==> src/logic/gamePkg.sv <==
// Colour memory game definitions
`default_nettype none

package gamePkg;

	// round and timing constants
	localparam int sequenceLength = 5;
	localparam int maxLevel = 5;
	localparam int pauseUnit = 16;

	// pixel counts of the three screen regions
	localparam int fullPixels = 19200;
	localparam int canvasPixels = 8050;
	localparam int answerPixels = 357;

	typedef logic [14:0] pixelCountT;
	typedef logic [2:0] levelT;
	typedef logic [1:0] symbolT;
	typedef symbolT [sequenceLength-1:0] symbolSeqT;
	typedef logic [2:0] slotT;

	typedef enum logic [1:0] {full, canvas, answer} regionT;

	typedef enum logic [3:0] {
		black, startScreen, gameScreen, red, green, blue, yellow, winScreen, loseScreen
	} paletteT;

	// generateSeq stands in for the reserved word generate
	typedef enum logic [4:0] {
		idle, drawStartScreen, getLevel, checkLevel, drawGameScreen, generateSeq,
		readSymbol, pauseSymbol, drawSymbol, drawClear, waitKey, storeKey,
		drawAnswer, verify, drawResult, win, lose
	} gameStateT;

	// the four buttons in the order red, green, blue, yellow
	function automatic paletteT symbolColour(input symbolT symbol);
		case (symbol)
			2'd0: return red;
			2'd1: return green;
			2'd2: return blue;
			default: return yellow;
		endcase
	endfunction

	function automatic pixelCountT regionPixels(input regionT region);
		case (region)
			canvas: return pixelCountT'(canvasPixels);
			answer: return pixelCountT'(answerPixels);
			default: return pixelCountT'(fullPixels);
		endcase
	endfunction

endpackage

`default_nettype wire

==> src/logic/drawIf.sv <==
// Screen drawing interface
`timescale 1ns/1ps
`default_nettype none

interface drawIf;
	import gamePkg::*;

	// drawStart is only raised while drawBusy is low
	logic drawStart;
	regionT drawRegion;
	paletteT drawColour;
	logic drawDone;
	logic drawBusy;

	modport controller (output drawStart, drawRegion, drawColour, input drawDone, drawBusy);
	modport painter (input drawStart, drawRegion, drawColour, output drawDone, drawBusy);

endinterface

`default_nettype wire

==> src/logic/gameControl.sv <==
// Game state machine
`timescale 1ns/1ps
`default_nettype none

module gameControl (
	input wire clock,
	input wire reset,
	input wire start,
	input wire gamePkg::levelT level,
	input wire keyPressed,
	input wire continueKey,
	input wire gamePkg::symbolT showSymbol,
	input wire showDone,
	input wire gamePkg::symbolT lastKey,
	input wire slotsFull,
	input wire allMatch,
	input wire pauseDone,
	drawIf.controller draw,
	output logic captureSequence,
	output logic showNext,
	output logic storeKey,
	output logic pauseEnable
);
	import gamePkg::*;

	gameStateT state;
	gameStateT nextState;

	always_comb begin
		nextState = state;
		case (state)
			idle: begin
				if (start)
					nextState = drawStartScreen;
			end
			drawStartScreen: begin
				if (draw.drawDone)
					nextState = getLevel;
			end
			getLevel: begin
				if (start)
					nextState = checkLevel;
			end
			checkLevel: begin
				// zero and anything above the top level send the player back
				if (level == 3'd0 || level > levelT'(maxLevel))
					nextState = getLevel;
				else
					nextState = drawGameScreen;
			end
			drawGameScreen: begin
				if (draw.drawDone)
					nextState = generateSeq;
			end
			generateSeq: nextState = readSymbol;
			readSymbol: begin
				if (showDone)
					nextState = drawClear;
				else
					nextState = pauseSymbol;
			end
			pauseSymbol: begin
				if (pauseDone)
					nextState = drawSymbol;
			end
			drawSymbol: begin
				if (draw.drawDone)
					nextState = readSymbol;
			end
			drawClear: begin
				if (draw.drawDone)
					nextState = waitKey;
			end
			waitKey: begin
				if (slotsFull)
					nextState = verify;
				else if (keyPressed)
					nextState = gamePkg::storeKey;
			end
			// the port of the same name hides the state inside this module
			gamePkg::storeKey: nextState = drawAnswer;
			drawAnswer: begin
				if (draw.drawDone)
					nextState = waitKey;
			end
			verify: nextState = drawResult;
			drawResult: begin
				if (draw.drawDone)
					nextState = allMatch ? win : lose;
			end
			win, lose: begin
				if (continueKey)
					nextState = drawStartScreen;
			end
			default: nextState = idle;
		endcase
	end

	// a drawing is requested once, in the first cycle of each drawing state
	always_ff @(posedge clock) begin
		if (reset) begin
			state <= idle;
			draw.drawStart <= 1'b0;
		end else begin
			state <= nextState;
			draw.drawStart <= (nextState != state) && (nextState inside
				{drawStartScreen, drawGameScreen, drawSymbol, drawClear, drawAnswer, drawResult});
		end
	end

	always_comb begin
		case (state)
			drawStartScreen: begin
				draw.drawRegion = canvas;
				draw.drawColour = startScreen;
			end
			drawGameScreen: begin
				draw.drawRegion = full;
				draw.drawColour = gameScreen;
			end
			drawSymbol: begin
				draw.drawRegion = canvas;
				draw.drawColour = symbolColour(showSymbol);
			end
			drawAnswer: begin
				draw.drawRegion = answer;
				draw.drawColour = symbolColour(lastKey);
			end
			drawResult: begin
				draw.drawRegion = canvas;
				draw.drawColour = allMatch ? winScreen : loseScreen;
			end
			default: begin
				draw.drawRegion = canvas;
				draw.drawColour = black;
			end
		endcase
	end

	assign captureSequence = (state == generateSeq);
	assign pauseEnable = (state == pauseSymbol);

	// the pointer moves on as the symbol finishes painting
	assign showNext = (state == drawSymbol) && draw.drawDone;

	// the key is taken together with its strobe so keySymbol need not be held
	assign storeKey = (state == waitKey) && keyPressed && !slotsFull;

	drawStartWhileBusy: assert property (@(posedge clock) disable iff (reset)
		draw.drawStart |-> !draw.drawBusy);

endmodule

`default_nettype wire

==> src/logic/screenPainter.sv <==
// Region pixel painter
`timescale 1ns/1ps
`default_nettype none

module screenPainter (
	input wire clock,
	input wire reset,
	drawIf.painter draw,
	output logic plot,
	output gamePkg::paletteT pixelColour,
	output gamePkg::regionT pixelRegion,
	output gamePkg::pixelCountT pixelIndex
);
	import gamePkg::*;

	logic busy;
	logic lastPixel;
	pixelCountT count;
	pixelCountT lastIndex;
	regionT regionReg;
	paletteT colourReg;

	assign lastIndex = regionPixels(regionReg) - 15'd1;
	assign lastPixel = busy && (count == lastIndex);

	// region and colour stay fixed for the whole run
	always_ff @(posedge clock) begin
		if (reset) begin
			busy <= 1'b0;
			count <= '0;
			regionReg <= full;
			colourReg <= black;
		end else if (draw.drawStart) begin
			busy <= 1'b1;
			count <= '0;
			regionReg <= draw.drawRegion;
			colourReg <= draw.drawColour;
		end else if (busy) begin
			if (lastPixel)
				busy <= 1'b0;
			else
				count <= count + 15'd1;
		end
	end

	assign plot = busy;
	assign pixelIndex = count;
	assign pixelColour = colourReg;
	assign pixelRegion = regionReg;
	assign draw.drawBusy = busy;
	assign draw.drawDone = lastPixel;

	plotInsideRegion: assert property (@(posedge clock) disable iff (reset)
		plot |-> pixelIndex < regionPixels(pixelRegion));

endmodule

`default_nettype wire

==> src/logic/sequenceStore.sv <==
// Random sequence store
`timescale 1ns/1ps
`default_nettype none

module sequenceStore (
	input wire clock,
	input wire reset,
	input wire captureSequence,
	input wire showNext,
	output gamePkg::symbolT showSymbol,
	output logic showDone,
	output gamePkg::symbolSeqT storedSeq
);
	import gamePkg::*;

	logic [15:0] lfsr;
	slotT pointer;

	// taps 16, 14, 13 and 11 give a maximal length sequence
	always_ff @(posedge clock) begin
		if (reset)
			lfsr <= 16'hace1;
		else
			lfsr <= {lfsr[14:0], lfsr[15] ^ lfsr[13] ^ lfsr[12] ^ lfsr[10]};
	end

	// the player's timing of the start press decides which bits are taken
	always_ff @(posedge clock) begin
		if (captureSequence)
			storedSeq <= lfsr[9:0];
	end

	always_ff @(posedge clock) begin
		if (reset)
			pointer <= '0;
		else if (captureSequence)
			pointer <= '0;
		else if (showNext && !showDone)
			pointer <= pointer + 3'd1;
	end

	assign showDone = (pointer == slotT'(sequenceLength));

	// past the last symbol there is nothing left to show
	always_comb begin
		if (showDone)
			showSymbol = '0;
		else
			showSymbol = storedSeq[pointer];
	end

endmodule

`default_nettype wire

==> src/logic/pauseTimer.sv <==
// Level scaled pause timer
`timescale 1ns/1ps
`default_nettype none

module pauseTimer (
	input wire clock,
	input wire reset,
	input wire gamePkg::levelT level,
	input wire pauseEnable,
	output logic pauseDone
);
	import gamePkg::*;

	levelT levelHeld;
	logic [6:0] count;
	logic [6:0] limit;
	logic fired;

	// the level is frozen for the length of one pause
	always_ff @(posedge clock) begin
		if (!pauseEnable)
			levelHeld <= level;
	end

	assign limit = 7'(levelHeld * pauseUnit);

	always_ff @(posedge clock) begin
		if (reset || !pauseEnable) begin
			count <= '0;
			fired <= 1'b0;
		end else if (!fired) begin
			count <= count + 7'd1;
			if (pauseDone)
				fired <= 1'b1;
		end
	end

	assign pauseDone = pauseEnable && !fired && (count == limit - 7'd1);

	// even the shortest pause lasts one full unit of enabled cycles
	doneAfterFullUnit: assert property (@(posedge clock) disable iff (reset)
		pauseDone |-> $past(pauseEnable, pauseUnit - 1));

endmodule

`default_nettype wire

==> src/logic/answerCheck.sv <==
// Answer store and compare
`timescale 1ns/1ps
`default_nettype none

module answerCheck (
	input wire clock,
	input wire reset,
	input wire storeKey,
	input wire gamePkg::symbolT keySymbol,
	input wire gamePkg::symbolSeqT storedSeq,
	input wire captureSequence,
	output gamePkg::symbolT lastKey,
	output logic slotsFull,
	output logic allMatch
);
	import gamePkg::*;

	slotT slot;
	logic matchFlag;

	always_ff @(posedge clock) begin
		if (reset) begin
			slot <= '0;
			matchFlag <= 1'b0;
		end else if (captureSequence) begin
			slot <= '0;
			matchFlag <= 1'b1;
		end else if (storeKey) begin
			// one wrong key is enough to lose the round
			if (keySymbol != storedSeq[slot])
				matchFlag <= 1'b0;
			slot <= slot + 3'd1;
		end
	end

	always_ff @(posedge clock) begin
		if (storeKey)
			lastKey <= keySymbol;
	end

	assign slotsFull = (slot == slotT'(sequenceLength));
	assign allMatch = matchFlag;

	noKeyWhenFull: assert property (@(posedge clock) disable iff (reset)
		storeKey |-> !slotsFull);

endmodule

`default_nettype wire

==> src/logic/colourMemoryGame.sv <==
// Colour memory game top level
`timescale 1ns/1ps
`default_nettype none

module colourMemoryGame (
	input wire clock,
	input wire reset,
	input wire start,
	input wire gamePkg::levelT level,
	input wire keyPressed,
	input wire gamePkg::symbolT keySymbol,
	input wire continueKey,
	output logic plot,
	output gamePkg::paletteT pixelColour,
	output gamePkg::regionT pixelRegion,
	output gamePkg::pixelCountT pixelIndex
);
	import gamePkg::*;

	logic captureSequence;
	logic showNext;
	logic storeKey;
	logic pauseEnable;
	logic pauseDone;
	logic showDone;
	logic slotsFull;
	logic allMatch;
	symbolT showSymbol;
	symbolT lastKey;
	symbolSeqT storedSeq;

	drawIf draw ();

	gameControl control (
		.clock(clock),
		.reset(reset),
		.start(start),
		.level(level),
		.keyPressed(keyPressed),
		.continueKey(continueKey),
		.showSymbol(showSymbol),
		.showDone(showDone),
		.lastKey(lastKey),
		.slotsFull(slotsFull),
		.allMatch(allMatch),
		.pauseDone(pauseDone),
		.draw(draw.controller),
		.captureSequence(captureSequence),
		.showNext(showNext),
		.storeKey(storeKey),
		.pauseEnable(pauseEnable)
	);

	screenPainter painter (
		.clock(clock),
		.reset(reset),
		.draw(draw.painter),
		.plot(plot),
		.pixelColour(pixelColour),
		.pixelRegion(pixelRegion),
		.pixelIndex(pixelIndex)
	);

	sequenceStore store (
		.clock(clock),
		.reset(reset),
		.captureSequence(captureSequence),
		.showNext(showNext),
		.showSymbol(showSymbol),
		.showDone(showDone),
		.storedSeq(storedSeq)
	);

	pauseTimer timer (
		.clock(clock),
		.reset(reset),
		.level(level),
		.pauseEnable(pauseEnable),
		.pauseDone(pauseDone)
	);

	answerCheck answers (
		.clock(clock),
		.reset(reset),
		.storeKey(storeKey),
		.keySymbol(keySymbol),
		.storedSeq(storedSeq),
		.captureSequence(captureSequence),
		.lastKey(lastKey),
		.slotsFull(slotsFull),
		.allMatch(allMatch)
	);

endmodule

`default_nettype wire

==> config.mk <==
export PLATFORM = sky130hd
export DESIGN_NAME = colourMemoryGame
export DESIGN_NICKNAME = d
export VERILOG_FILES = /design/src/logic/gamePkg.sv /design/src/logic/drawIf.sv /design/src/logic/gameControl.sv /design/src/logic/screenPainter.sv /design/src/logic/sequenceStore.sv /design/src/logic/pauseTimer.sv /design/src/logic/answerCheck.sv /design/src/logic/colourMemoryGame.sv
export SDC_FILE = /design/constraint.sdc
export NUM_CORES = 1
export LEC_CHECK = 0
export CORE_MARGIN = 5
export CORE_UTILIZATION = 55
export CTS_BUF_LIST = sky130_fd_sc_hd__clkbuf_8
export CTS_CLUSTER_DIAMETER = 40
export CTS_CLUSTER_SIZE = 14
export DETAILED_ROUTE_END_ITERATION = 6
export DONT_BUFFER_PORTS = 1
export GPL_TIMING_DRIVEN = 0
export PLACE_DENSITY = 0.7
export SLEW_MARGIN = 20
export SYNTH_ARGS = -nofsm -noshare
export SYNTH_HDL_FRONTEND = slang
export SYNTH_SLANG_ARGS = --single-unit
==> constraint.sdc <==
create_clock -name clock -period 3.4 [get_ports clock]
set_input_delay 0.34 -clock clock [delete_from_list [all_inputs] [get_ports clock]]
set_output_delay 0.34 -clock clock [all_outputs]
set_load 0.05 [all_outputs]
==> results of run 1 <==
-- area by class of cell --
class,instances,area (um^2),share of cell area
plain buffers,17,63.8,0.0155
clock buffers,9,124,0.0301
clock inverters,7,86.3,0.0210
inverters,15,56.3,0.0137
multi-input cells,291,2050,0.499
flip-flops and latches,74,1630,0.397
well taps,80,100,0.0243
-- worst max-delay path: cells and delay by family (launching register included) --
family          cells  cell delay [ns]
compound gates      4             0.74
fa+ha+maj           1             0.36
buf+inv             2             0.37
flops               1             0.55
simple gates        3             1.13
-- kinds of logic after synthesis --
logic type      after synthesis  share of synthesized area
mux                          10                     0.0398
simple gates                166                      0.236
flops                        74                      0.429
compound gates               65                      0.129
buf+inv                      32                     0.0316
fa+ha+maj                    15                     0.0494
xor+xnor                     35                     0.0846
-- cell usage in the layout (no fill, tap or decap), drive strengths merged, types with 5 or more instances in the layout --
cell type,instances
a21oi,17
a31oi,6
and2,7
and3,7
clkbuf,25
dfxtp,59
edfxtp,15
ha,15
inv,17
mux2i,5
nand2,25
nand2b,6
nand3,12
nand4,6
nor2,53
nor2b,16
o21ai,9
or2,9
xnor2,18
xor2,16
-- stage by stage --
stage,power [W],util
6_report,0.00181,0.609
5_1_grt,0.00190,0.609
4_1_cts,0.00182,0.609
3_5_place_dp,0.00112,0.577
3_3_place_gp,0.00112,0.577
2_1_floorplan,0.00109,-
-- timing repair --
action	in CTS	in global routing
resized for setup	1	2
hold buffers	0	0
buffers inserted	0	0
endpoints found under the setup margin	1	1
gates cloned	0	0
endpoints found under the hold margin	0	0
-- state kept, by name, indices dropped and copies added (netlist names), 2 cells and up --
signal and cells:
answers.lastKey 2, answers.slot 3, control.state 5, painter.pixelColour 4
painter.pixelIndex 15, painter.pixelRegion 2, store.lfsr 16, store.pointer 3
store.storedSeq 10, timer.count 7, timer.levelHeld 3
-- power by group --
| group | switching [W] | internal [W] |
|---|---|---|
| sequential | 0.0000344 | 0.000920 |
| combinational | 0.0000903 | 0.0000616 |
| clock | 0.000352 | 0.000352 |
| total | 0.000477 | 0.00133 |
-- worst paths after layout --
kind,from,end,slack (ns),cells after the start
worst max register to register,painter.pixelRegion[0]$_SDFFE_PP0P_,control.draw.drawStart$_SDFF_PP0_,0.13,10
worst min register to register,store.lfsr[14]$_SDFF_PP0_,store.lfsr[15]$_SDFF_PP1_,0.42,1
worst min-delay path,keySymbol[0],answers.lastKey[0]$_DFFE_PP_,0.08,0
worst max-delay path,painter.pixelRegion[0]$_SDFFE_PP0P_,control.draw.drawStart$_SDFF_PP0_,0.13,10
-- layer usage --
metal	GRT usage	up-vias	routed length (um)
met5	0	-	0
met3	0.0732	27	792
li1	-	1430	-
met4	0.0684	0	172
met2	0.274	112	3250
met1	0.263	1337	3580
==> impl_summary.log, run 1 <==
[metrics] detailed router's first-iteration violation count: 160
[metrics] P&R area growth vs syn: 8.36%
[metrics] register clock-pin slew on the reported worst setup and hold paths: approximately 0.080 ns
[metrics] final std cell area, no fill: about 4000 um^2
[metrics] tightest hold margin: just under 0.08 ns
[metrics] syn avg cell area: 9.57 um^2
[metrics] fin nets: between 400 and 500
[metrics] fraction of the cycle the final worst path needs: 0.960
[metrics] number of storage elements in the synthesis netlist: between 70 and 80
[metrics] die outline height: between 90 and 100 um
[metrics] CTS Root Cell: clkbuf_8
[metrics] final setup TNS: 0 ns
[metrics] Worst Setup Start Kind: flop
[metrics] htree depth: 3
[metrics] number of input and output port buffers inserted: 0
[metrics] DRT Pass-1 Iters: 5
[metrics] post-route antenna net violation count: 0
[metrics] All-Layer GR Usage: 0.191
[metrics] largest fanout on the critical path: 6
[metrics] count of flip-flops with a built-in enable after synthesis: 15
[metrics] number of buffers created by CTS: 9
[metrics] tightest slew margin relative to the limit: 0.486
[metrics] Placed Area: 3900 um^2
[metrics] class of the tightest hold or removal check: input pin to flop
[metrics] max-cap check violation count: 0
[metrics] routed length per placed instance: approximately 16 um
[metrics] total detailed-routing wirelength: about 8000 um
[metrics] leakage power figure: 1.51 nW
[metrics] Diodes inserted: 0
[metrics] Synth async-reset ratio: 0
[metrics] Worst Setup End Kind: flop
[metrics] min setup slack post-route: ~0.13 ns
[metrics] cell with the largest stage delay on the worst path: dfxtp_2
[metrics] commonest cells in the synthesized netlist: dfxtp_1 (59), nor2_1 (53), nand2_1 (25)
[metrics] Inst Count DP: roughly 480
[metrics] vias after detailed routing: 2906
[metrics] leading area contributor after synthesis: dfxtp_1
[metrics] number of cells in the finished layout apart from fillers: approximately 500
[metrics] area of the placeable core: between 6000 and 7000 um^2
[metrics] clk sinks: 74
[metrics] critical path data arrival time: between 3 and 4 ns
[metrics] Initial Util: 0.562
[metrics] outcome: completed
[metrics] Clock Skews: just over 0.008 ns
[metrics] overall die width: 93.1 um
[metrics] share of the yosys chip area belonging to registers: 0.429
[metrics] placed wire-length estimate: around 5800 um
[metrics] final slew viol count: 0
[metrics] most frequent cell after synthesis: dfxtp_1
[metrics] area share of the leading cell type in the synthesized netlist: 0.311
[metrics] number of global-route vias before repair: 2681
[metrics] I/O pin count: 32
[metrics] Avg Vias per Cell: a little under 6
[metrics] Placement Rows: 30
[metrics] pre-CTS setup slack: -0.0965 ns
[metrics] FMAX: about 0.3 GHz
[metrics] area enclosed by the die boundary: slightly below 9000 um^2
[metrics] required time of the worst setup path: between 3 and 4 ns
[metrics] ordered cell list for the critical path: inv_1 > ha_1 > or4b_4 > a22oi_4 > and4_1 > clkbuf_1 > a22oi_1 > nor3_1 > a311o_1 > a211oi_2
[metrics] DRC violation count after routing: 0
[metrics] final hold viol count: 0
[metrics] clock insertion delay at the later pin of the skew report: 0.35 ns
[metrics] power density cells: 440 nW/um^2
[metrics] setup repair after global routing missed its margin: no
[metrics] GP Congestion: around 0.98
[metrics] count of cell types in the netlist: between 60 and 70
[metrics] number of antenna violations at the first check in global routing: 0
[metrics] syn_nets: between 400 and 500
[metrics] Setup Viol. Count Final: 0
[metrics] Post-synth top flop: dfxtp_1
[metrics] number of instances in the synthesized netlist: about 400
[metrics] TritonCTS clock tree: yes
[metrics] share of final-layout standard cells stronger than drive strength 1: 0.104
[metrics] slew of the pin with the lowest slew margin: approximately 0.77 ns
[metrics] number of synthesis warnings: 0
[metrics] highest ir drop seen on vdd: around 0.3 mV
[metrics] global-route wire length before repair: ~13000 um
[metrics] maximum number of pins on one net before global-route repair: 16
[metrics] Synth area leaders: dfxtp_1 (31%), edfxtp_1 (12%), nor2_1 (5.2%)
[metrics] clock tree buffer depth: 2
[metrics] peak per-stage delay on the critical path: around 0.55 ns
[metrics] critical setup path kind: flop to flop
[metrics] netlist area before placement: 3800 um^2
[metrics] minimum clock period: roughly 3.3 ns
[metrics] Overflow after GRT: 0
[metrics] number of fill cells in the layout: about 590
No activity file was read; power rests on OpenSTA's default activity.
==> inputs of run 2 (changes only) <==
PLACE_DENSITY = 0.78   (was 0.7)
clock period = 3.52 ns   (was 3.4 ns; I/O delays follow)
==> impl_summary.log, run 2 (same netlist as run 1, synthesis figures left out) <==
[metrics] CTS Root Cell: clkbuf_8
[metrics] I/O pin count: 32 (unchanged)
[metrics] area enclosed by the die boundary: 8670 um^2 (unchanged)
[metrics] clock insertion delay at the later pin of the skew report: 0.34 ns (about the same)
[metrics] placed wire-length estimate: 5950 um (+2.5%)
[metrics] detailed router's first-iteration violation count: 196 (+23%)
[metrics] register ranked first by flip-flop count: store.lfsr
[metrics] final hold viol count: 0 (unchanged)
[metrics] die outline height: 93.1 um (unchanged)
[metrics] slew of the pin with the lowest slew margin: 0.811 ns (+0.0422 ns)
[metrics] critical setup path kind: flop to flop
[metrics] Worst R2R Setup Slack: 0.23 ns (+0.10 ns)
[metrics] overall die width: 93.1 um (unchanged)
[metrics] Inst Count DP: 477 (unchanged)
[metrics] final setup TNS: 0 ns (unchanged)
[metrics] largest fanout on the critical path: 6 (unchanged)
[metrics] flip-flop count of the largest register, all copies and words added: 16 (unchanged)
[metrics] minimum clock period: 3.29 ns (+0.0249 ns)
[metrics] TritonCTS clock tree: yes
[metrics] Setup Viol. Count Final: 0 (unchanged)
[metrics] share of final-layout standard cells stronger than drive strength 1: 0.0969 (-0.00726)
[metrics] P&R area growth vs syn: 7.74%
[metrics] fin nets: 433 (unchanged)
[metrics] most common library cell in the layout ignoring fill and taps: dfxtp_1
[metrics] required time of the worst setup path: 3.76 ns (+0.12 ns)
[metrics] routed length per placed instance: 16.5 um (+4.3%)
[metrics] register clock-pin slew on the reported worst setup and hold paths: 0.08 ns (about the same)
[metrics] highest ir drop seen on vdd: 0.201 mV (-31%)
[metrics] htree depth: 3 (unchanged)
[metrics] area of the placeable core: 6760 um^2 (unchanged)
[metrics] Clock Skews: 0.00481 ns (-0.00339 ns)
[metrics] global-route wire length before repair: 13500 um (+2.8%)
[metrics] leakage power figure: 1.51 nW (-0.22%)
[metrics] maximum number of pins on one net before global-route repair: 14 (-2)
[metrics] tightest slew margin relative to the limit: 0.458 (-0.0282)
[metrics] total detailed-routing wirelength: 8140 um (+4.3%)
[metrics] hold-critical path endpoint: answers.lastKey[1]$_DFFE_PP_
[metrics] setup bufs post-CTS: 0 (unchanged)
[metrics] number of input and output port buffers inserted: 0 (unchanged)
[metrics] Initial Util: 0.562 (unchanged)
[metrics] leading cell types in the layout, fill and taps excluded: dfxtp_1 (58), nor2_1 (53), nand2_1 (25), xnor2_1 (18), a21oi_1 (17)
[metrics] startpoint of the worst-slack reg-to-reg timing path: painter.pixelRegion[1]$_SDFFE_PP0P_
[metrics] post-route antenna net violation count: 0 (unchanged)
[metrics] power density cells: 420 nW/um^2 (-4.5%)
[metrics] number of cells in the finished layout apart from fillers: 493 (unchanged)
[metrics] clock tree buffer depth: 2 (unchanged)
[metrics] reg-to-reg endpoint: control.draw.drawStart$_SDFF_PP0_
[metrics] FMAX: 0.304 GHz (-0.76%)
[metrics] DRT Pass-1 Iters: 5 (unchanged)
[metrics] final slew viol count: 0 (unchanged)
[metrics] fraction of the cycle the final worst path needs: 0.935 (-0.0257)
[metrics] All-Layer GR Usage: 0.198 (+0.00646)
[metrics] max-cap check violation count: 0 (unchanged)
[metrics] Worst Reg2Reg Path Length in Cells: 9 (-1)
[metrics] outcome: completed
[metrics] Worst Setup End Kind: flop
[metrics] Overflow after GRT: 0 (unchanged)
[metrics] DRC violation count after routing: 0 (unchanged)
[metrics] instance count along the most critical hold path: 0 (unchanged)
[metrics] Placement Rows: 30 (unchanged)
[metrics] number of global-route vias before repair: 2809 (+4.8%)
[metrics] Diodes inserted: 0 (unchanged)
[metrics] number of antenna violations at the first check in global routing: 0 (unchanged)
[metrics] setup repair after global routing missed its margin: no
[metrics] Avg Vias per Cell: 5.86 (-0.65%)
[metrics] clk sinks: 74 (unchanged)
[metrics] Worst Setup Start Kind: flop
[metrics] critical path data arrival time: 3.53 ns (+0.02 ns)
[metrics] class of the tightest hold or removal check: input pin to flop
[metrics] Worst Min Path Start: keySymbol[1]
[metrics] GP Congestion: 0.894 (-9.0%)
[metrics] number of buffers created by CTS: 9 (unchanged)
[metrics] vias after detailed routing: 2887 (-0.65%)
[metrics] sum of internal, switching and leakage power: 0.00172 W (-5.0%)
[run 2: cell counts in the layout (fill, tap and decap cells not counted)]
No cell type changed its count.
[run 2: layout make-up]
cell class | instances | area [um^2]
buffer | 17 | 63.8
clock buffer | 9 | 124
clock inverter | 7 | 68.8
fill | 575 | 2660
inverter | 15 | 56.3
multi-input combinational | 291 | 2050
sequential | 74 | 1630
tap | 80 | 100
[run 2: how the worst max path moves through the flow]
stage | start | end | slack (ns) | depth (start not counted)
floorplan | painter.pixelRegion[0]$_SDFFE_PP0P_ | control.draw.drawStart$_SDFF_PP0_ | 0.43 | 9
global placement | painter.pixelRegion[0]$_SDFFE_PP0P_ | control.draw.drawStart$_SDFF_PP0_ | 0.20 | 10
detailed placement | painter.pixelRegion[0]$_SDFFE_PP0P_ | control.draw.drawStart$_SDFF_PP0_ | 0.18 | 9
CTS | painter.pixelRegion[0]$_SDFFE_PP0P_ | control.draw.drawStart$_SDFF_PP0_ | 0.11 | 9
global route | painter.pixelRegion[1]$_SDFFE_PP0P_ | control.draw.drawStart$_SDFF_PP0_ | 0.01 | 9
finish | painter.pixelRegion[1]$_SDFFE_PP0P_ | control.draw.drawStart$_SDFF_PP0_ | 0.23 | 9
[run 2: layer usage]
| layer | GRT usage | vias up | routed length (um) |
|---|---|---|---|
| li1 | - | 1422 | - |
| met1 | 0.247 | 1378 | 3660 |
| met2 | 0.328 | 76 | 3870 |
| met3 | 0.0595 | 11 | 512 |
| met4 | 0.0635 | 0 | 90 |
| met5 | 0 | - | 0 |
[run 2: worst max-delay path, stage by stage (launching register included)]
cell and delay [ns]:
dfxtp_1 0.74, ha_1 0.40, or3_1 0.33, a22oi_1 0.49, and4_1 0.27, clkbuf_1 0.23
a22oi_1 0.11, nor3_1 0.33, a311o_1 0.24, a211oi_2 0.05
[run 2: through the flow]
stage          utilization  hold WS (ns)  setup WS [ns]  cell area (um^2)
6_report             0.606        0.0971          0.229              4090
5_1_grt              0.606        0.0775         0.0106              4090
4_1_cts              0.606        0.0810          0.109              4090
3_5_place_dp         0.577         0.408          0.175              3900
3_3_place_gp         0.577         0.393          0.204              3900
2_1_floorplan            -         0.389          0.433              3800
[run 2: report_power, final]
part	leakage (nW)	switching (W)	internal (W)	total [W]
clock network	0.101	0.000327	0.000326	0.000653
registers	0.621	0.0000341	0.000888	0.000922
logic	0.787	0.0000854	0.0000589	0.000144
total	1.51	0.000447	0.00127	0.00172
[run 2: what timing repair did]
item / CTS / global route
endpoints found under the setup margin: 0 / 6
resized for setup: 0 / 1
endpoints found under the hold margin: 0 / 0
hold buffers: 0 / 0
